[src/hdl/cpu_pkg.sv]
// shared widths, word types, opcode enum and fetch state enum
package cpu_pkg;

  localparam int PC_W = 12;              // default program counter width

  typedef logic [7:0] data_t;            // datapath word
  typedef logic [8:0] instr_t;           // {opcode[3:0], operand[4:0]}
  typedef logic [4:0] operand_t;         // imm5, register index, table index or offset
  typedef logic [2:0] reg_addr_t;        // r0..r7

  // fixed encodings, program.hex depends on them
  typedef enum logic [3:0] {
    LDI  = 4'h0,                         // r0 <- imm5
    MVR  = 4'h1,                         // r[n] <- r0
    MVA  = 4'h2,                         // r0 <- r[n]
    ADD  = 4'h3,                         // r0 <- r0 + r[n], carry out
    ADC  = 4'h4,                         // r0 <- r0 + r[n] + c
    SUB  = 4'h5,                         // wraps at 8 bits
    XOR  = 4'h6,
    SHL  = 4'h7,                         // c <- r0[7]
    CLC  = 4'h8,
    LDM  = 4'h9,                         // r0 <- mem[r[n]]
    STM  = 4'hA,                         // mem[r[n]] <- r0
    BZ   = 4'hB,                         // zero flag -> table entry k
    BPO  = 4'hC,                         // odd parity -> table entry k
    JR   = 4'hD,                         // pc += signed offset
    OUT  = 4'hE,
    HALT = 4'hF
  } opcode_e;

  typedef enum logic [1:0] {
    IDLE,                                // waiting for first req
    RUN,                                 // one instruction per clock
    HALTED                               // done high, req restarts
  } fetch_state_e;

endpackage
[src/hdl/dat_mem.sv]
// 256 x 8 data memory, asynchronous read, synchronous write
`timescale 1ns/1ps

module dat_mem import cpu_pkg::*; (
  input  logic  clk,
  input  logic  wr_en,                   // STM
  input  data_t addr,                    // pointer from r[n]
  input  data_t dat_in,                  // r0
  output data_t dat_out
);

  data_t mem [256];

  always_ff @(posedge clk) begin
    if (wr_en) begin
      mem[addr] <= dat_in;
    end
  end

  assign dat_out = mem[addr];            // LDM same cycle

endmodule

[config.mk]
export PLATFORM = sky130hd
export DESIGN_NAME = dat_mem
export DESIGN_NICKNAME = d
export VERILOG_FILES = /design/src/hdl/cpu_pkg.sv /design/src/hdl/dat_mem.sv
export SDC_FILE = /design/constraint.sdc
export NUM_CORES = 2
export LEC_CHECK = 0
export ABC_AREA = 1
export BUFFER_PORTS_ARGS = -buffer_cell sky130_fd_sc_hd__buf_2
export CAP_MARGIN = 10
export CORE_ASPECT_RATIO = 1.25
export CORE_MARGIN = 4
export CORE_UTILIZATION = 50
export CTS_CLUSTER_DIAMETER = 150
export DETAILED_ROUTE_END_ITERATION = 8
export MAX_ROUTING_LAYER = met4
export PLACE_DENSITY_LB_ADDON = 0.1
export SLEW_MARGIN = 20
export SYNTH_ARGS = -nofsm -noshare
export SYNTH_HDL_FRONTEND = slang
export SYNTH_SLANG_ARGS = --single-unit
[constraint.sdc]
create_clock -name clk -period 5 [get_ports clk]
set_input_delay 0.75 -clock clk [delete_from_list [all_inputs] [get_ports clk]]
set_output_delay 0.75 -clock clk [all_outputs]
set_load 0.02 [all_outputs]
; After elaboration in Yosys (flattened, before gate mapping)
; Memories as Yosys holds them, arrays and structs flattened.
; Cells that the tools add are included.
[op_classes]
mux = 2
[ops]
columns = op, count
row1 = two-way mux 1 bit, 2
[totals]
ramBits = 2048
ff_bits = 0
n_memories = 1
output_inout_bits = 8
[mem_list]
columns = name, depth, width, read_ports, rd_clocked_by_memory_dff, write_ports, line_no
row1 = mem, 256, 8, 1, 0, 1, dat_mem.sv:12  ; data_t mem [256];

; Depth between registers and ports, before layout
[logic_depth]
ltp_word = 2
ltp_mapped = 15

; Worst setup path before layout
; Ideal clock, no wire load.
[synth_timing]
path_kind = input port to output port
start = input port addr[1]
end = output port dat_out[0]
t_required_ps = 4250
arrival_time_ps = 2109
setup_slack_ps = 2141
cell_stages = 14
path_buffers = 3
cell_sequence = buf_4 inv_4 buf_2 clkbuf_1 nand2_1 nand2_1 nand2_1 nand2_1 o21ai_0 nand2_1 nor2_1 nor2_1 nor2_1 nand2_1
[synth_via]
elab_chain_cells = 1
[synth_lines]
columns = element, line_no
row1 = start: declaration, dat_mem.sv:7  ; input data_t addr,
row2 = memory read (256 x 8 bit), --
row3 = end: declaration, dat_mem.sv:9  ; output data_t dat_out
; No other way between the ends.

; Final worst setup path
[layout_timing]
start = input port addr[0]
end = output port dat_out[1]
; The elaborated chain is that of the path after synthesis.

==> out/metrics.csv <==
metric;value;unit
status;finished clean;
path_max_fanout;32;
yosysTopAreaCell;edfxtp_1;
layout.nets;8049;
drt.antenna.violating_nets;0;
fill_cells;14264;
drtPass1Iterations;6;
setup_viol;0;
grt_pass1_vias;54384;
cts.sinks;2048;
area_delta_synth_final;11.4;%
vdd_ir_drop_max;414;uV
end_kind;output pin;
synthCells;8013;
hold_buffers;0;
period_share;93.6;%
clk_pin_slew;0.06;ns
cts_setup_buffers;0;
critPathLaunchType;input pin;
setup_slack;0.318;ns
antenna_found_initial;6;
synth_cell_type_count;17;
cap_violations;0;
crit_type;input pin to output pin;
slew_viol_final;0;
place_hpwl;138000;um
pre_cts_slack;0.404;ns
slew_headroom;19.1;%
reg.largest.list;mem (2048);
cts_buffer_depth;3;
worstMarginPinSlew;1.21;ns
rows;168;
cts_tree;built;
ys_warn_count;0;
start_util;50.4;%
wl_per_cell;22.5;um
hold_viol_final;0;
powerDensity;375;mW/mm2
die_w;376;um
netlist.area_leader.share;72.6;%
dieArea;0.176;mm2
timing.hold.ws;0.392;ns
fp.coreArea;0.168;mm2
cp_data_arrival_time;3.93;ns
fin_util;56.2;%
rsz0062_at_grt;false;
regMostFlops;mem;
synth_fp_nets;8031;
grt_pass1_wl;350000;um
drive_above_1_share;6.54;%
min_path_type;input pin to flop;
synth_area;0.0847;mm2
io_buffers;25;
timing.fmax;0.214;GHz
drcViolationCount;0;
grt_usage;27.5;%
synth_area_per_cell;10.6;um2
netlist_top_cells_area;edfxtp_1 73%, nand2_1 21%, nor2_1 1.6%;
largest_register_ffs;2048;
yosysSeqAreaShare;72.6;%
tns;0;ns
grt_max_degree;119;
cts-resized-gates;0;
place_congestion;0.875;
die_h;468;um
grt-ovfl-total;0;
cp.required;4.25;ns
ys_seq_elements;2048;
p_leak;37.4;nW
power;35.4;mW
drt_iter0_markers;5275;
root_buffer;clkbuf_16;
vias;55875;
io-pin-count;26;
min_period;4.68;ns
vias_per_cell;5.37;
numCtsBuffers;197;
cts.htree.levels;4;
wl;234000;um
==> final timing paths <==
path / start / to / cells past startpoint
setup / recovery: addr[0] / dat_out[1] / 16
hold / removal: dat_in[2] / mem[119][2]$_DFFE_PP_ / 1
==> cell usage after synthesis, drive strengths merged <==
cell and number:
nand2 4771, edfxtp 2048, nor2 362, buf 247, nand3 188, clkbuf 170
o21ai 160, inv 35, a21oi 32
==> metal layers <==
metal	GRT usage (%)	vias up	routed length, um
li1	-	26360	-
met1	36.0	27198	97200
met2	44.9	1909	114000
met3	3.68	408	14600
met4	8.82	0	7950
met5	-	-	0
==> area by class of cell <==
| type | count | area [um2] | share of cell area (%) |
|---|---|---|---|
| Antenna cell | 5 | 12.5 | 0.0133 |
| Clock buffer | 248 | 5160 | 5.47 |
| Clock inverter | 114 | 943 | 1.00 |
| Inverter | 35 | 165 | 0.175 |
| Multi-Input combinational cell | 5513 | 21300 | 22.5 |
| Sequential cell | 2048 | 61500 | 65.2 |
| Tap cell | 2210 | 2770 | 2.93 |
| Timing Repair Buffer | 236 | 2570 | 2.73 |
==> cells by family (layout without fill, tap and decap cells) <==
family | Yosys count | after routing | share of synthesized area, %
and+or+nand+nor | 5321 | 5321 | 23.9
DFF | 2048 | 2048 | 72.6
buffers and inverters | 452 | 633 | 2.37
AOI/OAI and AO/OA | 192 | 192 | 1.13
other | 0 | 5 | 0
==> where the power goes <==
group / internal (mW) / switching, mW / total, mW
Sequential: 18.9 / 0.00793 / 18.9
Combinational: 0.517 / 1.66 / 2.18
Clock: 7.85 / 6.45 / 14.3
Total: 27.3 / 8.12 / 35.4
==> cell usage in the layout, fill, tap and decap left out <==
cell        instances
buf_12             61
clkinv_2           43
buf_4             150
o21ai_0            41
nand2_1          4757
inv_8               2
clkbuf_16         199
nand2_2            13
nor2_4              5
nand3_1           188
clkinv_8            7
clkbuf_1           49
nand2_4             1
nor2_1            356
o21ai_1           119
edfxtp_1         2048
inv_2               1
nor2_8              1
clkinvlp_4          7
a21oi_1            32
clkinv_1           39
buf_2              15
inv_6               5
inv_16              1
diode_2             5
clkinv_4            1
inv_4               2
inv_1              29
clkinv_16           2
bufinv_16          10
buf_8              10
==> worst max-delay path, cell delays in order <==
cell	delay (ns)
buf_8	0.21
inv_8	0.18
buf_12	0.22
buf_12	0.18
buf_4	0.21
nand2_1	0.06
a21oi_1	0.07
o21ai_0	0.37
nand2_1	0.10
o21ai_1	0.23
nand2_1	0.19
nor2_1	0.15
nor2_1	0.05
nor2_1	0.35
nand2_1	0.25
buf_2	0.23
==> stage by stage <==
step | cell area, um2 | cells
2_1_floorplan | 84700 | 8013
3_3_place_gp | 88300 | 10042
3_5_place_dp | 88300 | 10042
4_1_cts | 94400 | 10404
5_1_grt | 94400 | 10409
6_report | 94400 | 10409
Note: power is estimated with default switching activity, not from simulation.
