===== src/hdl/cpu_pkg.sv =====
// shared widths, word types, opcode enum and fetch state enum
package cpu_pkg;

  localparam int PC_W = 12;              // default program counter width

  typedef logic [7:0] data_t;            // datapath word
  typedef logic [8:0] instr_t;           // {opcode[3:0], operand[4:0]}
  typedef logic [4:0] operand_t;         // imm5, register index, table index or offset
  typedef logic [2:0] reg_addr_t;        // r0..r7

  // fixed encodings, program.hex depends on them
  typedef enum logic [3:0] {
    LDI  = 4'h0,                         // r0 <- imm5
    MVR  = 4'h1,                         // r[n] <- r0
    MVA  = 4'h2,                         // r0 <- r[n]
    ADD  = 4'h3,                         // r0 <- r0 + r[n], carry out
    ADC  = 4'h4,                         // r0 <- r0 + r[n] + c
    SUB  = 4'h5,                         // wraps at 8 bits
    XOR  = 4'h6,
    SHL  = 4'h7,                         // c <- r0[7]
    CLC  = 4'h8,
    LDM  = 4'h9,                         // r0 <- mem[r[n]]
    STM  = 4'hA,                         // mem[r[n]] <- r0
    BZ   = 4'hB,                         // zero flag -> table entry k
    BPO  = 4'hC,                         // odd parity -> table entry k
    JR   = 4'hD,                         // pc += signed offset
    OUT  = 4'hE,
    HALT = 4'hF
  } opcode_e;

  typedef enum logic [1:0] {
    IDLE,                                // waiting for first req
    RUN,                                 // one instruction per clock
    HALTED                               // done high, req restarts
  } fetch_state_e;

endpackage

===== src/hdl/ctrl_if.sv =====
// decoded control bundle with decoder, alu, datapath and fetch modports
`timescale 1ns/1ps

interface ctrl_if import cpu_pkg::*; ();

  logic       reg_write;                 // register file write enable
  logic       wr_sel_r0;                 // write r0, else r[n]
  logic       mem_write;                 // STM
  logic       mem_to_reg;                // LDM write-back
  logic       alu_src;                   // immediate in place of r[n]
  opcode_e    alu_op;
  logic [1:0] branch_abs;                // [0] BZ, [1] BPO
  logic       branch_rel;                // JR
  logic       out_en;                    // OUT
  logic       halt;

  modport dec (
    output reg_write, wr_sel_r0, mem_write, mem_to_reg, alu_src, alu_op,
           branch_abs, branch_rel, out_en, halt
  );

  modport alu (input alu_op, alu_src);

  modport dp (input reg_write, wr_sel_r0, mem_write, mem_to_reg, out_en);

  modport fetch (input branch_abs, branch_rel, halt);

endinterface


===== src/hdl/reg_file.sv =====
// eight 8-bit registers, r0 and r[n] read ports, one write port
`timescale 1ns/1ps

module reg_file import cpu_pkg::*; (
  input  logic      clk,
  ctrl_if.dp        ctl,
  input  reg_addr_t rd_addr,             // n from operand
  input  data_t     dat_in,              // write-back data
  output data_t     dat_a,               // accumulator r0
  output data_t     dat_b                // r[n]
);

  data_t     regs [8];
  reg_addr_t wr_addr;

  // accumulator ops write r0, MVR writes back into r[n]
  assign wr_addr = ctl.wr_sel_r0 ? reg_addr_t'(0) : rd_addr;

  always_ff @(posedge clk) begin
    if (ctl.reg_write) begin
      regs[wr_addr] <= dat_in;
    end
  end

  assign dat_a = regs[0];
  assign dat_b = regs[rd_addr];

endmodule


===== src/flat_wrapper.sv =====
// flat-port wrapper written by rule: the top's interface ports become plain ports
module reg_file_flat import cpu_pkg::*;
  (clk, rd_addr, dat_in, dat_a, dat_b, ctl_reg_write, ctl_wr_sel_r0, ctl_mem_write, ctl_mem_to_reg, ctl_out_en);
  ctrl_if ctl_i ();
  input  logic clk;
  input  reg_addr_t rd_addr;
  input  data_t dat_in;
  output data_t dat_a;
  output data_t dat_b;
  input wire logic [$bits(ctl_i.reg_write)-1:0] ctl_reg_write;
  input wire logic [$bits(ctl_i.wr_sel_r0)-1:0] ctl_wr_sel_r0;
  input wire logic [$bits(ctl_i.mem_write)-1:0] ctl_mem_write;
  input wire logic [$bits(ctl_i.mem_to_reg)-1:0] ctl_mem_to_reg;
  input wire logic [$bits(ctl_i.out_en)-1:0] ctl_out_en;
  assign ctl_i.reg_write = ctl_reg_write;
  assign ctl_i.wr_sel_r0 = ctl_wr_sel_r0;
  assign ctl_i.mem_write = ctl_mem_write;
  assign ctl_i.mem_to_reg = ctl_mem_to_reg;
  assign ctl_i.out_en = ctl_out_en;
  reg_file u_core (.clk(clk), .ctl(ctl_i), .rd_addr(rd_addr), .dat_in(dat_in), .dat_a(dat_a), .dat_b(dat_b));
endmodule

===== config.mk =====
export PLATFORM = sky130hd
export DESIGN_NAME = reg_file_flat
export DESIGN_NICKNAME = d
export VERILOG_FILES = /design/src/hdl/cpu_pkg.sv /design/src/hdl/ctrl_if.sv /design/src/hdl/reg_file.sv /design/src/flat_wrapper.sv
export SDC_FILE = /design/constraint.sdc
export NUM_CORES = 1
export LEC_CHECK = 0
export BUFFER_PORTS_ARGS = -buffer_cell sky130_fd_sc_hd__buf_4
export CAP_MARGIN = 20
export CORE_MARGIN = 2
export CORE_UTILIZATION = 59
export DETAILED_ROUTE_END_ITERATION = 8
export HOLD_SLACK_MARGIN = 0.06
export PLACE_DENSITY_LB_ADDON = 0.08
export SLEW_MARGIN = 10
export SYNTH_ARGS = -nofsm -noshare
export SYNTH_HDL_FRONTEND = slang
export SYNTH_SLANG_ARGS = --single-unit

===== constraint.sdc =====
create_clock -name clk -period 4.5 [get_ports clk]
set_clock_uncertainty 0.2 [all_clocks]
set_input_delay 0.675 -clock clk [delete_from_list [all_inputs] [get_ports clk]]
set_output_delay 0.675 -clock clk [all_outputs]
set_load 0.05 [all_outputs]

=== Word level (Yosys, flattened, before mapping) ===
Memory sizes are Yosys's and may differ from the RTL's.
Cells that the tools add are included.

* Muxes and demuxes: 3

{| class="wikitable"
|+ Operators by type and width
! operator !! number
|-
| 3-bit 2-to-1 mux || 1
|-
| 1-bit 2-to-1 mux || 2
|}

* Flip-flop bits (word level): 0
* Bits in writable memories: 64
* Memories: 1

{| class="wikitable"
|+ Memory list
! memory !! depth !! bits a word !! read ports !! clocked after Yosys merged registers in !! write ports !! line !! RTL
|-
| u_core.regs || 8 || 8 || 2 || 0 || 1 || reg_file.sv:13 || <nowiki>data_t regs [8];</nowiki>
|}

=== Logic depth before layout (Yosys ltp) ===
* Depth after elaboration: 2
* Gate-level depth with buffers: 4

=== Worst setup path before layout ===
No wires, ideal clock.

* Path type: input to output
* Start: input port rd_addr[2]
* End: output port dat_b[0]
* Arrival: 1.759 ns
* Required time: 3.625 ns
* Setup slack: 1.866 ns
* Stages: 4
* Cells stage by stage: buf_2 > buf_2 > mux4_2 > mux2_2

* Cells in the longest elaborated chain, start to end: 1

{| class="wikitable"
|+ RTL lines
! element !! line !! RTL
|-
| start: declaration || flat_wrapper.sv:6 || <nowiki>input reg_addr_t rd_addr;</nowiki>
|-
| memory 8 x 8 bit || - ||
|-
| end: declaration || flat_wrapper.sv:9 || <nowiki>output data_t dat_b;</nowiki>
|}

Every way passes these cells.

=== Final worst setup path ===
* Start: input port rd_addr[0]
* End: output port dat_b[3]

The elaborated chain is that of the path after synthesis.

==> run metrics <==
status=complete, no violations; multi-input logic area=531 sq um; Worst Path Max Fanout=21; Critical Path AT=2.06 ns; CP max-delay cell=mux4_1; min cycle time layout=2.94 ns; Synth area leader=edfxtp_1; Synth top area share=77.3%; sequential cell area=1920 sq um; Slowest Stage Delay on Critical Path=0.59 ns; Required @ worst endpoint=3.62 ns; core box area=4030 sq um; syn nets=124; first-pass GRT wire length=6150 um; final instance area=2930 sq um; Layout fillers=247; postcts setup bufs=0; post-synthesis cell count=107; I/O Buffers=29; Synth Warn #=0; Final ANT Viol Nets=0; largest net degree at the start of global routing=22; die area=4750 sq um; gr usage total=20.5%; Total Neg Setup Slack=0 ns; Lkg Pwr=0.988 nW; Slew @ Worst Pin=0.986 ns; initial core utilization=61.7%; register clock-pin slew on the reported worst setup and hold paths=0.07 ns; met1 Track Usage GR=23.7%; final slew viol count=0; crit path launch type=input pin; CP delay by family, top=multiplexers; Largest regs=u_core.regs (64); Final period util=65.3%; Routed WL=4070 um; CTS resizes=0; WL/cell=20.6 um; vias=1124; TritonCTS clock tree=yes; total power per unit cell area=431 nW/um^2; Highest Clock Rate=0.340 GHz; tightest hold margin=0.375 ns; Final setup viols=0; # rows=23; RD Place Congestion=0.679; Seq/Total Area, Yosys=77.3%; hold_buf cts=0; Hold WC Path Type=input pin to flop; Most Crowded Layer GR=met2; ant diodes=0; vias in the first global route=1230; die width=68.9 um; grt total ovfl=0; Max Root-Sink Buffers=2; cell mode on critical path=buf_4; share of cells above drive strength 1=46.6%; # IOs=33; dpl hpwl=2600 um; initial antenna violation count=0; synth unique cells=15; NumNets Final=160; placed cell area=2740 sq um; Cell Chain, Critical Path=buf_4, mux4_1, mux2_2, buf_4; fin util=72.6%; Worst IR Drop VDD=0.291 mV; Top reg by flops=u_core.regs; DRC=0; ranking of synthesized cells by area=edfxtp_1, mux4_2, mux2_2; Synth-to-Final Area Change=17.8%; Via density=5.68; CP Capture Type=output port; global routing usage on met2=35.2%; worst rel slew slack=33.7%; Detailed Route Iter0 Violations=48; cts bufs inserted=9; Crit Path Class=input pin to output port; clk sinks=64; max reg flops=64; Die Ht=68.9 um; Root Buffer=clkbuf_8; synthesized flop and latch total=64; RSZ-0062 raised after global routing=false; max cap viols=0; synthesized area=2480 sq um; First-pass DRT Iterations=4; htree depth=3; Synth Area per Inst=23.2 sq um; met3 Resource Use GR=4.87%; Final Hold Fails=0; Bufs and invs on worst path=2
## path summary, 6_finish.rpt
check	from	end	slack [ns]	cells past startpoint
worst max-delay path	rd_addr[0]	dat_b[3]	1.56	4
worst min-delay path	dat_in[2]	u_core.regs[0][2]$_DFFE_PP_	0.38	1
## metal layers
| metal | share of wire [%] | wire length [um] |
|---|---|---|
| met1 | 39 | 1590 |
| met2 | 54 | 2190 |
| met3 | 5.6 | 229 |
| met4 | 1.6 | 67 |
| met5 | 0 | 0 |
## cells in the mapped netlist
master / instances
or3b_2: 1
edfxtp_1: 64
nand3b_1: 1
buf_2: 2
buf_6: 1
buf_4: 1
buf_1: 1
mux2_2: 8
mux4_1: 2
nand2_1: 1
nand2b_1: 2
nor2_1: 6
mux4_2: 14
nor3_1: 2
o21a_1: 1
## layout make-up
cell class,instances,area share [%]
Timing Repair Buffer,30,7.70
Clock buffer,9,4.23
Tap cell,50,2.14
Multi-Input combinational cell,38,18.1
Sequential cell,64,65.7
Clock inverter,7,2.14
## per-stage QoR
step / worst slack, ns / instances / power, mW
4_1_cts: 1.54 / 198 / 1.27
5_1_grt: 1.47 / 198 / 1.31
6_report: 1.56 / 198 / 1.26
3_5_place_dp: 1.54 / 182 / 0.823
2_1_floorplan: 1.87 / 107 / 0.780
3_3_place_gp: 1.54 / 182 / 0.819
## placed cells by master, fill, tap and decap left out
cell	netlist	final
mux2_2	8	8
nor2_1	6	6
bufinv_16	0	1
clkinvlp_4	0	1
edfxtp_1	64	64
clkbuf_8	0	9
nor3_1	2	2
mux4_1	2	2
nand3b_1	1	1
or3b_2	1	1
mux4_2	14	14
clkinv_2	0	5
nand2_1	1	1
buf_4	1	30
o21a_1	1	1
nand2b_1	2	2
## logic make-up (layout without fill, tap and decap cells)
logic type / after synthesis / in the layout / share of synthesized area (%)
DFF: 64 / 64 / 77.3
muxes: 24 / 24 / 18.4
and+or+nand+nor: 13 / 13 / 2.62
buffers and inverters: 5 / 46 / 1.31
AOI/OAI and AO/OA: 1 / 1 / 0.302
## where the power goes
part / internal [mW] / switching (mW) / total [mW]
clock: 0.250 / 0.202 / 0.453
sequential: 0.673 / 0.00493 / 0.678
combinational: 0.0491 / 0.0811 / 0.130
No activity file was read; power rests on OpenSTA's default activity.
