**src/hdl/cpu_pkg.sv**
```systemverilog
// shared widths, word types, opcode enum and fetch state enum
package cpu_pkg;

  localparam int PC_W = 12;              // default program counter width

  typedef logic [7:0] data_t;            // datapath word
  typedef logic [8:0] instr_t;           // {opcode[3:0], operand[4:0]}
  typedef logic [4:0] operand_t;         // imm5, register index, table index or offset
  typedef logic [2:0] reg_addr_t;        // r0..r7

  // fixed encodings, program.hex depends on them
  typedef enum logic [3:0] {
    LDI  = 4'h0,                         // r0 <- imm5
    MVR  = 4'h1,                         // r[n] <- r0
    MVA  = 4'h2,                         // r0 <- r[n]
    ADD  = 4'h3,                         // r0 <- r0 + r[n], carry out
    ADC  = 4'h4,                         // r0 <- r0 + r[n] + c
    SUB  = 4'h5,                         // wraps at 8 bits
    XOR  = 4'h6,
    SHL  = 4'h7,                         // c <- r0[7]
    CLC  = 4'h8,
    LDM  = 4'h9,                         // r0 <- mem[r[n]]
    STM  = 4'hA,                         // mem[r[n]] <- r0
    BZ   = 4'hB,                         // zero flag -> table entry k
    BPO  = 4'hC,                         // odd parity -> table entry k
    JR   = 4'hD,                         // pc += signed offset
    OUT  = 4'hE,
    HALT = 4'hF
  } opcode_e;

  typedef enum logic [1:0] {
    IDLE,                                // waiting for first req
    RUN,                                 // one instruction per clock
    HALTED                               // done high, req restarts
  } fetch_state_e;

endpackage
```
**src/hdl/ctrl_if.sv**
```systemverilog
// decoded control bundle with decoder, alu, datapath and fetch modports
`timescale 1ns/1ps

interface ctrl_if import cpu_pkg::*; ();

  logic       reg_write;                 // register file write enable
  logic       wr_sel_r0;                 // write r0, else r[n]
  logic       mem_write;                 // STM
  logic       mem_to_reg;                // LDM write-back
  logic       alu_src;                   // immediate in place of r[n]
  opcode_e    alu_op;
  logic [1:0] branch_abs;                // [0] BZ, [1] BPO
  logic       branch_rel;                // JR
  logic       out_en;                    // OUT
  logic       halt;

  modport dec (
    output reg_write, wr_sel_r0, mem_write, mem_to_reg, alu_src, alu_op,
           branch_abs, branch_rel, out_en, halt
  );

  modport alu (input alu_op, alu_src);

  modport dp (input reg_write, wr_sel_r0, mem_write, mem_to_reg, out_en);

  modport fetch (input branch_abs, branch_rel, halt);

endinterface

```
**src/hdl/control.sv**
```systemverilog
// opcode decoder driving the control bundle, gated by run state
`timescale 1ns/1ps

module control import cpu_pkg::*; (
  input  instr_t mach_code,
  input  logic   running,
  ctrl_if.dec    ctl
);

  opcode_e    op;
  logic [9:0] cw_dec;                    // raw control word for op
  logic [9:0] cw;                        // after run gating

  assign op = opcode_e'(mach_code[8:5]);

  // {reg_write, wr_sel_r0, mem_write, mem_to_reg, alu_src, out_en,
  //  branch_abs[1:0], branch_rel, halt}
  always_comb begin
    case (op)
      LDI:     cw_dec = 10'b11_0_0_1_0_00_0_0;  // imm through alu
      MVR:     cw_dec = 10'b10_0_0_0_0_00_0_0;  // r[n] written
      MVA:     cw_dec = 10'b11_0_0_0_0_00_0_0;
      ADD:     cw_dec = 10'b11_0_0_0_0_00_0_0;
      ADC:     cw_dec = 10'b11_0_0_0_0_00_0_0;
      SUB:     cw_dec = 10'b11_0_0_0_0_00_0_0;
      XOR:     cw_dec = 10'b11_0_0_0_0_00_0_0;
      SHL:     cw_dec = 10'b11_0_0_0_0_00_0_0;
      CLC:     cw_dec = 10'b00_0_0_0_0_00_0_0;  // carry only, inside alu
      LDM:     cw_dec = 10'b11_0_1_0_0_00_0_0;
      STM:     cw_dec = 10'b00_1_0_0_0_00_0_0;
      BZ:      cw_dec = 10'b00_0_0_0_0_01_0_0;
      BPO:     cw_dec = 10'b00_0_0_0_0_10_0_0;
      JR:      cw_dec = 10'b00_0_0_0_0_00_1_0;
      OUT:     cw_dec = 10'b00_0_0_0_1_00_0_0;
      HALT:    cw_dec = 10'b00_0_0_0_0_00_0_1;
      default: cw_dec = '0;
    endcase
  end

  assign cw = running ? cw_dec : '0;     // idle/halted: no writes, no outputs

  assign ctl.reg_write  = cw[9];
  assign ctl.wr_sel_r0  = cw[8];
  assign ctl.mem_write  = cw[7];
  assign ctl.mem_to_reg = cw[6];
  assign ctl.alu_src    = cw[5];
  assign ctl.out_en     = cw[4];
  assign ctl.branch_abs = cw[3:2];
  assign ctl.branch_rel = cw[1];
  assign ctl.halt       = cw[0];
  assign ctl.alu_op     = running ? op : HALT;  // HALT leaves alu state alone

  // fetch_unit relies on a single pc redirect per cycle
  always_comb begin
    assert ($onehot0({ctl.branch_abs, ctl.branch_rel, ctl.halt}))
      else $error("control: conflicting pc redirects for op %s", op.name());
  end

endmodule

```
**src/flat_wrapper.sv**
```systemverilog
// flat-port wrapper written by rule: the top's interface ports become plain ports
module control_flat import cpu_pkg::*;
  (mach_code, running, ctl_reg_write, ctl_wr_sel_r0, ctl_mem_write, ctl_mem_to_reg, ctl_alu_src, ctl_alu_op, ctl_branch_abs, ctl_branch_rel, ctl_out_en, ctl_halt);
  ctrl_if ctl_i ();
  input  instr_t mach_code;
  input  logic running;
  output wire logic [$bits(ctl_i.reg_write)-1:0] ctl_reg_write;
  output wire logic [$bits(ctl_i.wr_sel_r0)-1:0] ctl_wr_sel_r0;
  output wire logic [$bits(ctl_i.mem_write)-1:0] ctl_mem_write;
  output wire logic [$bits(ctl_i.mem_to_reg)-1:0] ctl_mem_to_reg;
  output wire logic [$bits(ctl_i.alu_src)-1:0] ctl_alu_src;
  output wire logic [$bits(ctl_i.alu_op)-1:0] ctl_alu_op;
  output wire logic [$bits(ctl_i.branch_abs)-1:0] ctl_branch_abs;
  output wire logic [$bits(ctl_i.branch_rel)-1:0] ctl_branch_rel;
  output wire logic [$bits(ctl_i.out_en)-1:0] ctl_out_en;
  output wire logic [$bits(ctl_i.halt)-1:0] ctl_halt;
  assign ctl_reg_write = ctl_i.reg_write;
  assign ctl_wr_sel_r0 = ctl_i.wr_sel_r0;
  assign ctl_mem_write = ctl_i.mem_write;
  assign ctl_mem_to_reg = ctl_i.mem_to_reg;
  assign ctl_alu_src = ctl_i.alu_src;
  assign ctl_alu_op = ctl_i.alu_op;
  assign ctl_branch_abs = ctl_i.branch_abs;
  assign ctl_branch_rel = ctl_i.branch_rel;
  assign ctl_out_en = ctl_i.out_en;
  assign ctl_halt = ctl_i.halt;
  control u_core (.mach_code(mach_code), .running(running), .ctl(ctl_i));
endmodule
```
**config.mk**
```make
export PLATFORM = sky130hd
export DESIGN_NAME = control_flat
export DESIGN_NICKNAME = d
export VERILOG_FILES = /design/src/hdl/cpu_pkg.sv /design/src/hdl/ctrl_if.sv /design/src/hdl/control.sv /design/src/flat_wrapper.sv
export SDC_FILE = /design/constraint.sdc
export NUM_CORES = 1
export LEC_CHECK = 0
export BUFFER_PORTS_ARGS = -buffer_cell sky130_fd_sc_hd__buf_2
export CORE_AREA = 2 2 39 41
export DETAILED_ROUTE_END_ITERATION = 16
export DIE_AREA = 0 0 41 43
export PLACE_DENSITY = 0.45
export SLEW_MARGIN = 20
export SYNTH_ARGS = -nofsm -noshare
export SYNTH_HDL_FRONTEND = slang
export SYNTH_SLANG_ARGS = --single-unit
```
**constraint.sdc**
```tcl
create_clock -name vclk -period 0.9
set_input_delay 0.09 -clock vclk [all_inputs]
set_output_delay 0.09 -clock vclk [all_outputs]
set_load 0.02 [all_outputs]
```
# Yosys cells after proc, flatten, opt, wreduce, memory -nomap -nowiden
# Memories as Yosys holds them, arrays and structs flattened.
# Cells that the tools add are included.
[totals]
register_bits = 0
elab_cells = 3
rom_bits = 160
in_bits = 10
memories = 1
[op_classes]
muxes = 2
[memory_table]
columns = ["memory", "words", "width", "read_ports", "rd_clocked_by_memory_dff", "wr", "line", "rtl"]
rows = [
  ["(name not given)", 16, 10, 1, 0, 0, "control.sv:19", "case (op)"],
]
[ops]
columns = ["operator", "n"]
rows = [
  ["10-bit two-way mux", 1],
  ["4-bit two-way mux", 1],
]

# Logic depth before layout (Yosys ltp)
# An unclocked memory read counts as a cell.
[logic_depth]
ltp_word = 2
depth_mapped = 3
ltp_nobuf = 3

# Worst setup path after synthesis
# Ideal clock, no wire load.
[synth_timing]
kind = "in2out"
start = "input mach_code[5]"
end = "output ctl_alu_src"
setup_slack_ns = -0.207
path_stages = 3
t_required_ns = 0.810
arrival_time_ns = 1.017
path_cell_list = "inv_1 nand2_1 nor4_1"
[synth_via]
elab_chain_len = 2
[synth_rtl]
columns = ["item", "line", "rtl"]
rows = [
  ["start: declaration", "flat_wrapper.sv:5", "input instr_t mach_code;"],
  ["memory 16 x 10 bit", "-", ""],
  ["10-bit two-way mux", "control.sv:40", "assign cw = running ? cw_dec : '0;"],
  ["end: declaration", "flat_wrapper.sv:11", "output wire logic [$bits(ctl_i.alu_src)-1:0] ctl_alu_src;"],
]
# Every way passes these cells.

# Worst setup path in the final report
[layout_timing]
start = "input mach_code[8]"
end = "output ctl_wr_sel_r0"
[layout_via]
elab_chain_len = 2
[layout_rtl]
columns = ["item", "line", "rtl"]
rows = [
  ["memory 16 x 10 bit", "-", ""],
  ["10-bit two-way mux", "control.sv:40", ""],
  ["end: declaration", "flat_wrapper.sv:8", "output wire logic [$bits(ctl_i.wr_sel_r0)-1:0] ctl_wr_sel_r0;"],
]
# Every way passes these cells.

==> flow_summary.json <==
{
  "min_path_type": "input port to output pin",
  "synth_top_area_share_pct": 15.00,
  "p_leak_nw": 0.1756,
  "failed_checks": "negative setup slack",
  "placedCellCount": 62,
  "hold_violations": 0,
  "core_um2": 1384,
  "period_share_pct": 117.6,
  "timing.hold.ws_ns": 0.5053,
  "grt_pass1_vias": 227,
  "power_density_nw_per_um2": 445.5,
  "flops_and_latches": 0,
  "nClkBuffers": 0,
  "seq_area_um2": 0,
  "vias": 242,
  "cp_slowest_cell": "or4_1",
  "ir_drop_uv": 139.2,
  "multiInputGateArea_um2": 162.7,
  "startpoint_type": "input port",
  "worst_slew_pin_slew_ns": 0.1883,
  "synth_cell_types": 14,
  "dpl.hpwl_um": 481.9,
  "drt_iter0_markers": 1,
  "yosysWarnings": 0,
  "gr-usage-all-layers_pct": 6.993,
  "synth.net_count": 32,
  "layout-drive-gt1-share_pct": 72.34,
  "drt-total-wl_um": 577,
  "gp_congestion": 0.7064,
  "overflow": 0,
  "die_area_um2": 1763,
  "remaining_drc_errors": 0,
  "die_y_um": 43,
  "slew_headroom_pct": 87.36,
  "area_growth_pct": 209.0,
  "rows": 14,
  "syn_area_per_cell_um2": 5.687,
  "synthCells": 22,
  "via_per_inst": 3.841,
  "antenna_found_initial": 0,
  "worstPathRequired_ns": 0.81,
  "final_common_cell": "buf_2",
  "max_freq_mhz": 944.7,
  "worstSetupPathType": "input port to output pin",
  "ant_nets": 0,
  "worstPathArrival_ns": 0.97,
  "finalNonFillerCells": 63,
  "io_buffer_count": 19,
  "grt_start_max_net_pins": 8,
  "maxCapViolations": 0,
  "yosysTopAreaCell": "nand2b_1",
  "status": "finished with violations",
  "start_util_pct": 9.042,
  "path_common_cell": "buf_6",
  "synth.top_cells.by_area": "nand2b_1 (15%), nor2_1 (12%), buf_6 (9.0%)",
  "slew_viol_final": 0,
  "die-width_um": 41,
  "cts_hold_buf": 0,
  "min_period_ns": 1.059,
  "setup_viol": 3,
  "fin_ws_ns": -0.1586,
  "io_pins": 24,
  "antenna_cells": 0,
  "cp_cell_sequence": "buf_6, or4_1, and3_4, buf_6",
  "ys_seq_area_share_pct": 0,
  "wl_per_cell_um": 9.159,
  "final_nets": 59,
  "worstSetupEndpointType": "output pin",
  "n_fill_cell": 150,
  "layout_common_cells": "buf_2 (10), buf_6 (8), buf_4 (8), nor2_1 (4), nand2b_1 (3)",
  "syn-cell-area_um2": 125.1,
  "rsz0062_at_grt": "true",
  "grt_pass1_wl_um": 938,
  "path_max_fanout": 2,
  "critPathMaxStageDelay_ns": 0.50,
  "firstDrtPassIters": 2
}
area by class of cell:
type,count,share of cell area [%]
inverters,1,0.9709
multi-input cells,20,42.07
well taps,16,5.178
repair buffers,26,51.78
worst paths after layout:
| path | from | endpoint | slack, ns | cells after the start |
|---|---|---|---|---|
| worst max-delay path | mach_code[8] | ctl_wr_sel_r0 | -0.16 | 4 |
| worst min-delay path | running | ctl_alu_op[1] | 0.51 | 3 |
logic make-up (layout without fill, tap and decap cells):
family,count (synthesis),after routing,share of synthesized area (%)
simple gates,19,19,82.01
buf+inv,2,27,12.00
compound gates,1,1,6.002
stage by stage:
step | setup TNS (ns) | area, µm² | total power [W] | setup WS (ns) | util (%)
floorplan | 0 | 147.6 | 0.00006941 | 0.002114 | -
global placement | -0.3394 | 296.5 | 0.0001310 | -0.2217 | 21.43
detailed placement | -0.3420 | 296.5 | 0.0001314 | -0.2308 | 21.43
CTS | -0.2866 | 365.4 | 0.0001653 | -0.1612 | 26.40
global route | -0.3537 | 386.6 | 0.0001875 | -0.1673 | 27.94
finish | -0.2081 | 386.6 | 0.0001722 | -0.1586 | 27.94
cell usage after synthesis (all sizes together):
master / count
nor4b: 1
buf: 1
o31ai: 1
inv: 1
nor3: 2
nor4: 1
nand2b: 3
and2: 1
nand3b: 1
nand2: 3
nor2: 4
nand3: 1
and3: 1
or4: 1
report_power, final:
part	total [W]	internal [W]	switching, W
sequential	0	0	0
combinational	0.000172	0.0000833	0.0000890
clock	0	0	0
total	0.000172	0.0000833	0.0000890
critical path: cells and delay by family:
family                 cells  cell delay (ns)
AND/OR/NAND/NOR            2             0.66
buffers and inverters      2             0.21
routing by layer:
metal | wire (µm) | vias up | global-route usage [%] | share of wire, %
met5 | 0 | - | 0 | 0
met4 | 0 | 0 | 0 | 0
met3 | 67 | 0 | 0 | 12
met2 | 232 | 14 | 10.63 | 40
met1 | 278 | 101 | 11.39 | 48
li1 | - | 127 | - | -
repair_timing:
action | CTS | global route
buffers inserted | 1 | 1
pin swaps | 4 | 4
gates resized for setup | 13 | 8
endpoints found under the setup margin | 4 | 10
Note: power is estimated with default switching activity, not from simulation.
