### src/hdl/cpu_pkg.sv
// shared widths, word types, opcode enum and fetch state enum
package cpu_pkg;

  localparam int PC_W = 12;              // default program counter width

  typedef logic [7:0] data_t;            // datapath word
  typedef logic [8:0] instr_t;           // {opcode[3:0], operand[4:0]}
  typedef logic [4:0] operand_t;         // imm5, register index, table index or offset
  typedef logic [2:0] reg_addr_t;        // r0..r7

  // fixed encodings, program.hex depends on them
  typedef enum logic [3:0] {
    LDI  = 4'h0,                         // r0 <- imm5
    MVR  = 4'h1,                         // r[n] <- r0
    MVA  = 4'h2,                         // r0 <- r[n]
    ADD  = 4'h3,                         // r0 <- r0 + r[n], carry out
    ADC  = 4'h4,                         // r0 <- r0 + r[n] + c
    SUB  = 4'h5,                         // wraps at 8 bits
    XOR  = 4'h6,
    SHL  = 4'h7,                         // c <- r0[7]
    CLC  = 4'h8,
    LDM  = 4'h9,                         // r0 <- mem[r[n]]
    STM  = 4'hA,                         // mem[r[n]] <- r0
    BZ   = 4'hB,                         // zero flag -> table entry k
    BPO  = 4'hC,                         // odd parity -> table entry k
    JR   = 4'hD,                         // pc += signed offset
    OUT  = 4'hE,
    HALT = 4'hF
  } opcode_e;

  typedef enum logic [1:0] {
    IDLE,                                // waiting for first req
    RUN,                                 // one instruction per clock
    HALTED                               // done high, req restarts
  } fetch_state_e;

endpackage
### src/hdl/ctrl_if.sv
// decoded control bundle with decoder, alu, datapath and fetch modports
`timescale 1ns/1ps

interface ctrl_if import cpu_pkg::*; ();

  logic       reg_write;                 // register file write enable
  logic       wr_sel_r0;                 // write r0, else r[n]
  logic       mem_write;                 // STM
  logic       mem_to_reg;                // LDM write-back
  logic       alu_src;                   // immediate in place of r[n]
  opcode_e    alu_op;
  logic [1:0] branch_abs;                // [0] BZ, [1] BPO
  logic       branch_rel;                // JR
  logic       out_en;                    // OUT
  logic       halt;

  modport dec (
    output reg_write, wr_sel_r0, mem_write, mem_to_reg, alu_src, alu_op,
           branch_abs, branch_rel, out_en, halt
  );

  modport alu (input alu_op, alu_src);

  modport dp (input reg_write, wr_sel_r0, mem_write, mem_to_reg, out_en);

  modport fetch (input branch_abs, branch_rel, halt);

endinterface

### src/hdl/alu.sv
// alu with carry register and registered zero/parity flags
`timescale 1ns/1ps

module alu import cpu_pkg::*; (
  input  logic  clk,
  input  logic  arst_n,
  input  logic  clr_carry,               // start of program
  ctrl_if.alu   ctl,
  input  data_t in_a,                    // r0
  input  data_t in_b,                    // r[n]
  input  data_t immed,                   // zero-extended imm5
  output data_t rslt,
  output logic  zero_q,
  output logic  pari_q                   // 1 = odd parity
);

  data_t opnd_b;
  logic  carry_q, carry_nxt;
  logic  r0_alu_wr;                      // result lands in r0

  assign opnd_b = ctl.alu_src ? immed : in_b;

  always_comb begin
    rslt      = in_a;                    // MVR and don't-care ops pass r0
    carry_nxt = carry_q;
    case (ctl.alu_op)
      LDI:     rslt = opnd_b;
      MVA:     rslt = opnd_b;
      ADD:     {carry_nxt, rslt} = {1'b0, in_a} + {1'b0, opnd_b};
      ADC:     {carry_nxt, rslt} = {1'b0, in_a} + {1'b0, opnd_b} + {8'd0, carry_q};
      SUB:     rslt = in_a - opnd_b;     // 8-bit wrap, carry untouched
      XOR:     rslt = in_a ^ opnd_b;
      SHL:     {carry_nxt, rslt} = {in_a, 1'b0};
      CLC:     carry_nxt = 1'b0;
      default: rslt = in_a;
    endcase
  end

  assign r0_alu_wr = ctl.alu_op inside {LDI, MVA, ADD, ADC, SUB, XOR, SHL};

  always_ff @(posedge clk or negedge arst_n) begin
    if (!arst_n) begin
      carry_q <= 1'b0;
      zero_q  <= 1'b0;
      pari_q  <= 1'b0;
    end else begin
      carry_q <= clr_carry ? 1'b0 : carry_nxt;  // req wins over the op
      if (r0_alu_wr) begin
        zero_q <= (rslt == '0);
        pari_q <= ^rslt;
      end
    end
  end

  // decoder output reaches here from the rom word through control
  assert property (@(posedge clk) disable iff (!arst_n) !$isunknown(ctl.alu_op))
    else $error("alu: alu_op unknown");

endmodule

### src/flat_wrapper.sv
// flat-port wrapper written by rule: the top's interface ports become plain ports
module alu_flat import cpu_pkg::*;
  (clk, arst_n, clr_carry, in_a, in_b, immed, rslt, zero_q, pari_q, ctl_alu_op, ctl_alu_src);
  ctrl_if ctl_i ();
  input  logic clk;
  input  logic arst_n;
  input  logic clr_carry;
  input  data_t in_a;
  input  data_t in_b;
  input  data_t immed;
  output data_t rslt;
  output logic zero_q;
  output logic pari_q;
  input wire logic [$bits(ctl_i.alu_op)-1:0] ctl_alu_op;
  input wire logic [$bits(ctl_i.alu_src)-1:0] ctl_alu_src;
  assign ctl_i.alu_op = ctl_alu_op;
  assign ctl_i.alu_src = ctl_alu_src;
  alu u_core (.clk(clk), .arst_n(arst_n), .clr_carry(clr_carry), .ctl(ctl_i), .in_a(in_a), .in_b(in_b), .immed(immed), .rslt(rslt), .zero_q(zero_q), .pari_q(pari_q));
endmodule
### config.mk
export PLATFORM = sky130hd
export DESIGN_NAME = alu_flat
export DESIGN_NICKNAME = d
export VERILOG_FILES = /design/src/hdl/cpu_pkg.sv /design/src/hdl/ctrl_if.sv /design/src/hdl/alu.sv /design/src/flat_wrapper.sv
export SDC_FILE = /design/constraint.sdc
export NUM_CORES = 1
export LEC_CHECK = 0
export BUFFER_PORTS_ARGS = -buffer_cell sky130_fd_sc_hd__buf_2
export CORE_ASPECT_RATIO = 1.5
export CORE_MARGIN = 2
export CORE_UTILIZATION = 45
export DETAILED_ROUTE_END_ITERATION = 16
export PLACE_DENSITY = 0.69
export SYNTH_ARGS = -nofsm -noshare
export SYNTH_HDL_FRONTEND = slang
export SYNTH_SLANG_ARGS = --single-unit
### constraint.sdc
create_clock -name clk -period 11.1 [get_ports clk]
set_input_delay 2.22 -clock clk [delete_from_list [all_inputs] [get_ports clk]]
set_output_delay 2.22 -clock clk [all_outputs]
set_load 0.02 [all_outputs]
# --- Yosys cells after proc, flatten, opt, wreduce, memory -nomap -nowiden ---
# Cells that the tools add are included.
word_totals:
  output_inout_bits: 10
  word_cells: 24
  inputBits: 32
  regBits: 3
classes:
  n_mux: 4
  n_reduce_logical: 6
  n_bitwise: 1
  add_sub_neg: 3
  eq_ne: 7
ops:
  columns: ["operator", "n"]
  rows:
  - ["8-bit one-hot mux with 6 select lines", 1]
  - ["4-bit by 3-bit == test with 1-bit output, second input constant", 4]
  - ["8-bit by 8-bit adder with 9-bit output", 1]
  - ["9-bit by 1-bit adder with 9-bit output", 1]
  - ["4-bit by 2-bit == test with 1-bit output, second input constant", 2]
  - ["8-bit logical NOT", 1]
  - ["8-bit 2-to-1 mux", 1]
  - ["8-bit parity", 1]
  - ["8-bit subtractor", 1]
  - ["8-bit bitwise XOR", 1]
  - ["7-bit nonzero test", 1]
  - ["5-bit nonzero test", 1]
  - ["4-bit == test, second input constant", 1]
  - ["4-bit logical NOT", 1]
  - ["1-bit one-hot mux with 4 select lines", 1]
  - ["2-bit OR reduction", 1]
  - ["1-bit 2-to-1 mux", 1]

# --- Logic depth before layout (Yosys ltp) ---
logic_depth:
  ltp_word: 5
  ltp_mapped: 16
  mapped_depth_nobuf: 15

# --- Worst setup path after synthesis ---
# Ideal clock, no wire load.
synth_path:
  path_kind: "input to output"
  from: "input ctl_alu_src"
  to: "output rslt[7]"
  path_stages: 9
  n_path_buf: 1
  required_ps: 8880
  t_arrival_ps: 4934
  path_slack_ps: 3946
  path_cell_list: "clkbuf_1 > mux2i_1 > ha_1 > nand2b_1 > a2111o_1 > a2111oi_4 > or3_4 > xor2_1 > a211o_1"
synth_via:
  elab_chain_len: 4
  word_cells_on_any_way: 6
  cone_classes: "add/sub (3); mux (2); bitwise (1)"
synth_lines:
  columns: ["item", "line", "rtl"]
  rows:
  - ["from (decl)", "flat_wrapper.sv:15", "input wire logic [$bits(ctl_i.alu_src)-1:0] ctl_alu_src;"]
  - ["8-bit 2-to-1 mux (*)", "alu.sv:21", "assign opnd_b = ctl.alu_src ? immed : in_b;"]
  - ["8-bit by 8-bit adder with 9-bit output", "alu.sv:29, alu.sv:30", null]
  - ["9-bit by 1-bit adder with 9-bit output", "alu.sv:30", "ADC: {carry_nxt, rslt} = {1'b0, in_a} + {1'b0, opnd_b} + {8'd0, carry_q};"]
  - ["8-bit one-hot mux with 6 select lines (*)", "alu.sv:26", "case (ctl.alu_op)"]
  - ["to (decl)", "flat_wrapper.sv:11", "output data_t rslt;"]
# Every way passes the cells marked *; elsewhere a longest branch is shown, timed or not.

# --- Worst setup path after layout ---
# Same ends and word-level chain as after synthesis.

==> results.tsv <==
metric	value	unit
Post-CTS Setup Bufs	0	
vias per std cell	6.37	
Die Width	56.0	microns
Max VDD drop	0.0974	mV
DP Worst Slack	3.67	ns
worst reg2reg path depth	11	
CP Max Fanout	8	
GRT Util Overall	25.2	%
CP max stage delay	0.54	ns
post-route ant nets	0	
Max clock buf depth	2	
Vias	2078	
Fin. Hold Viols	0	
io pins	42	
synthesized net count	304	
initial antenna violation count	0	
Nets	338	
commonest non-fill, non-tap cells in the layout	buf_2 (41), ha_1 (22), inv_1 (21)	
clk_skew	0.00172	ns
hold path depth	2	
Worst Hold End	u_core.zero_q	
FILL cells	411	
DRC	0	
Mapped Area	1820	sq um
Worst Setup End Kind	output port	
Avg WL per Cell	17.7	microns
max-slew violation total from the final report	0	
die area	4590	sq um
clock sinks	3	
Worst Setup Slack, final	3.67	ns
latest clock arrival within the worst-skew pair	0.21	ns
vias in the first global route	1957	
largest net degree at the start of global routing	24	
setup_tns	0	ns
ys flop type	dfrtp_1	
Die H	82.0	microns
synthesis-stage register bit count	3	
worst path arrival time	5.21	ns
HP Start	u_core.zero_q	
H-tree depth	1	
most common cell after layout, fill and taps aside	buf_2	
Syn Inst Count	248	
P&R area growth vs syn	13.2	%
CP Launch Type	primary input	
cell family contributing the most delay on the critical path	compound AO/OA/AOI/OAI gates	
core area	3920	sq um
final clock period utilization by the worst path	67.0	%
Synth cell types	60	
initial DRC count	97	
status	complete, no violations	
R2R Path End	u_core.pari_q	
final setup fails	0	
starting density of the core	46.5	%
worst path cell trace	buf_2 -> mux2i_1 -> ha_1 -> nand2b_1 -> a2111o_1 -> a2111oi_4 -> or3_4 -> xor2_1 -> a211o_1 -> buf_2	
Critical Path Slowest Stage Cell	mux2i_1	
CP bufs+invs	2	
sequential share of the synthesized area	4.12	%
RSZ-0062 raised after global routing	no	
dpl hpwl	4600	microns
DRT Wirelength	5760	microns
Resize count post-CTS	0	
Final Critical Period	7.43	ns
worst min-delay path category	reg2reg	
async set-reset flop share out of synthesis	100	%
cts bufs inserted	3	
GR Overflow Total	0	
syn_area_per_cell	7.35	sq um
CTS clock-pin slew for the worst setup and hold paths	0.03	ns
worst reg-to-reg setup slack	8.39	ns
CTS root buffer	clkbuf_8	
router iterations before antenna repair	4	
Yosys Warn Count	0	
CTS tree	done	
Maximum Capacitance Violations	0	
type of the worst setup path	in2out	
leakage	0.917	nW
Worst Tran Pin Value	0.754	ns
number of synthesized flops with an enable pin	0	
Power Density	85.9	nW/um^2
CP dominant cell by count	buf_2	
share of layout cells above drive strength 1	22.1	%
placed cell area	2020	sq um
Critical Path RT	8.88	ns
design area	2060	sq um
r2r startpoint	u_core.carry_q	
number of core rows	28	
global-route wire length before repair	9230	microns
# port buffers	41	
Achievable Freq	0.135	GHz
Hold-fix buffers, CTS	0	
GPL Wtd Cong	0.926	
# diodes	0	
relative slew slack	49.3	%
## per-layer routing
| layer | GRT usage, % | vias up | part of all wire, % | wire (microns) |
|---|---|---|---|---|
| met4 | 14.8 | 0 | 6.5 | 373 |
| met1 | 28.4 | 944 | 38 | 2170 |
| met3 | 2.83 | 30 | 5.8 | 332 |
| met2 | 45.5 | 94 | 50 | 2880 |
| met5 | 0 | - | 0 | 0 |
| li1 | - | 1010 | - | - |
## logic make-up after synthesis
family	after synthesis	synth area share, %
buffers and inverters	33	7.96
DFF	3	4.12
adders and majority gates	24	17.3
muxes	10	6.04
AOI/OAI and AO/OA	82	34.2
and+or+nand+nor	84	24.6
xor gates and xnor gates	12	5.77
## cell type report
type                            instances  area [sq um]  area share, %
Timing Repair Buffer                   41           205           9.95
Clock buffer                            4          45.0           2.18
Inverter                               21          78.8           3.82
Tap cell                               45          56.3           2.73
Multi-Input combinational cell        212          1600           77.7
Sequential cell                         3          75.1           3.64
## where the power goes
part	switching, mW	internal (mW)	leakage [nW]
combinational	0.0792	0.0535	0.855
clock	0.00607	0.0244	0.0228
sequential	0.000913	0.0132	0.0396
## stage by stage
| step | hold slack [ns] | util (%) | instances | power [mW] |
|---|---|---|---|---|
| after floorplan | 0.588 | - | 248 | 0.113 |
| after global placement | 0.465 | 51.4 | 322 | 0.144 |
| after detailed placement | 0.477 | 51.4 | 322 | 0.145 |
| after CTS | 0.488 | 52.6 | 326 | 0.176 |
| after global routing | 0.526 | 52.6 | 326 | 0.193 |
| final | 0.483 | 52.6 | 326 | 0.177 |
## cells in the mapped netlist, types with 2 or more instances
master,number,share of area (%)
mux2i_1,2,1.1
nor3_1,17,4.7
fa_1,2,2.2
a21oi_1,11,3.0
o31ai_1,2,0.82
nor3b_1,2,0.82
nor2b_1,8,2.7
or3_1,3,1.0
a32oi_1,3,1.4
clkbuf_1,7,1.4
a2111o_1,2,1.2
xor2_1,2,0.96
a21o_1,2,0.82
or2_2,2,0.69
dfrtp_1,3,4.1
o32a_1,3,1.6
a31oi_1,5,1.7
nand2_1,16,3.3
o21bai_1,2,0.82
o21a_1,5,2.1
nor2_1,13,2.7
and3_1,2,0.69
a2111oi_4,2,3.0
nand4_1,3,1.0
ha_1,22,15
o32ai_1,3,1.4
o21ai_0,17,4.7
buf_6,2,1.2
buf_2,2,0.55
inv_1,21,4.3
nand2b_1,6,2.1
mux2_2,8,4.9
o211ai_1,4,1.6
nand3_1,3,0.82
xnor2_1,10,4.8
a221oi_1,3,1.4
o22ai_1,2,0.69
a211o_1,2,0.96
nor4_1,3,1.0
## worst max-delay path by stage
stage	startpoint	to	slack [ns]	cells past startpoint
after floorplan	ctl_alu_src	rslt[7]	3.95	9
after global placement	ctl_alu_src	rslt[7]	3.75	10
after detailed placement	ctl_alu_src	rslt[7]	3.67	10
after CTS	ctl_alu_src	rslt[7]	3.67	10
after global routing	ctl_alu_src	rslt[5]	3.37	11
final	ctl_alu_src	rslt[7]	3.67	10
## worst min-delay path, cell delays in order, from the launching register on
cell and delay, ns:
dfrtp_1 0.34, nand2_1 0.05, o21ai_0 0.06
## registers in the layout, summed over array words and instances, names as in the netlist
| name | flops |
|---|---|
| u_core.carry_q | 1 |
| u_core.zero_q | 1 |
| u_core.pari_q | 1 |
(Power assumes the default switching activity.)
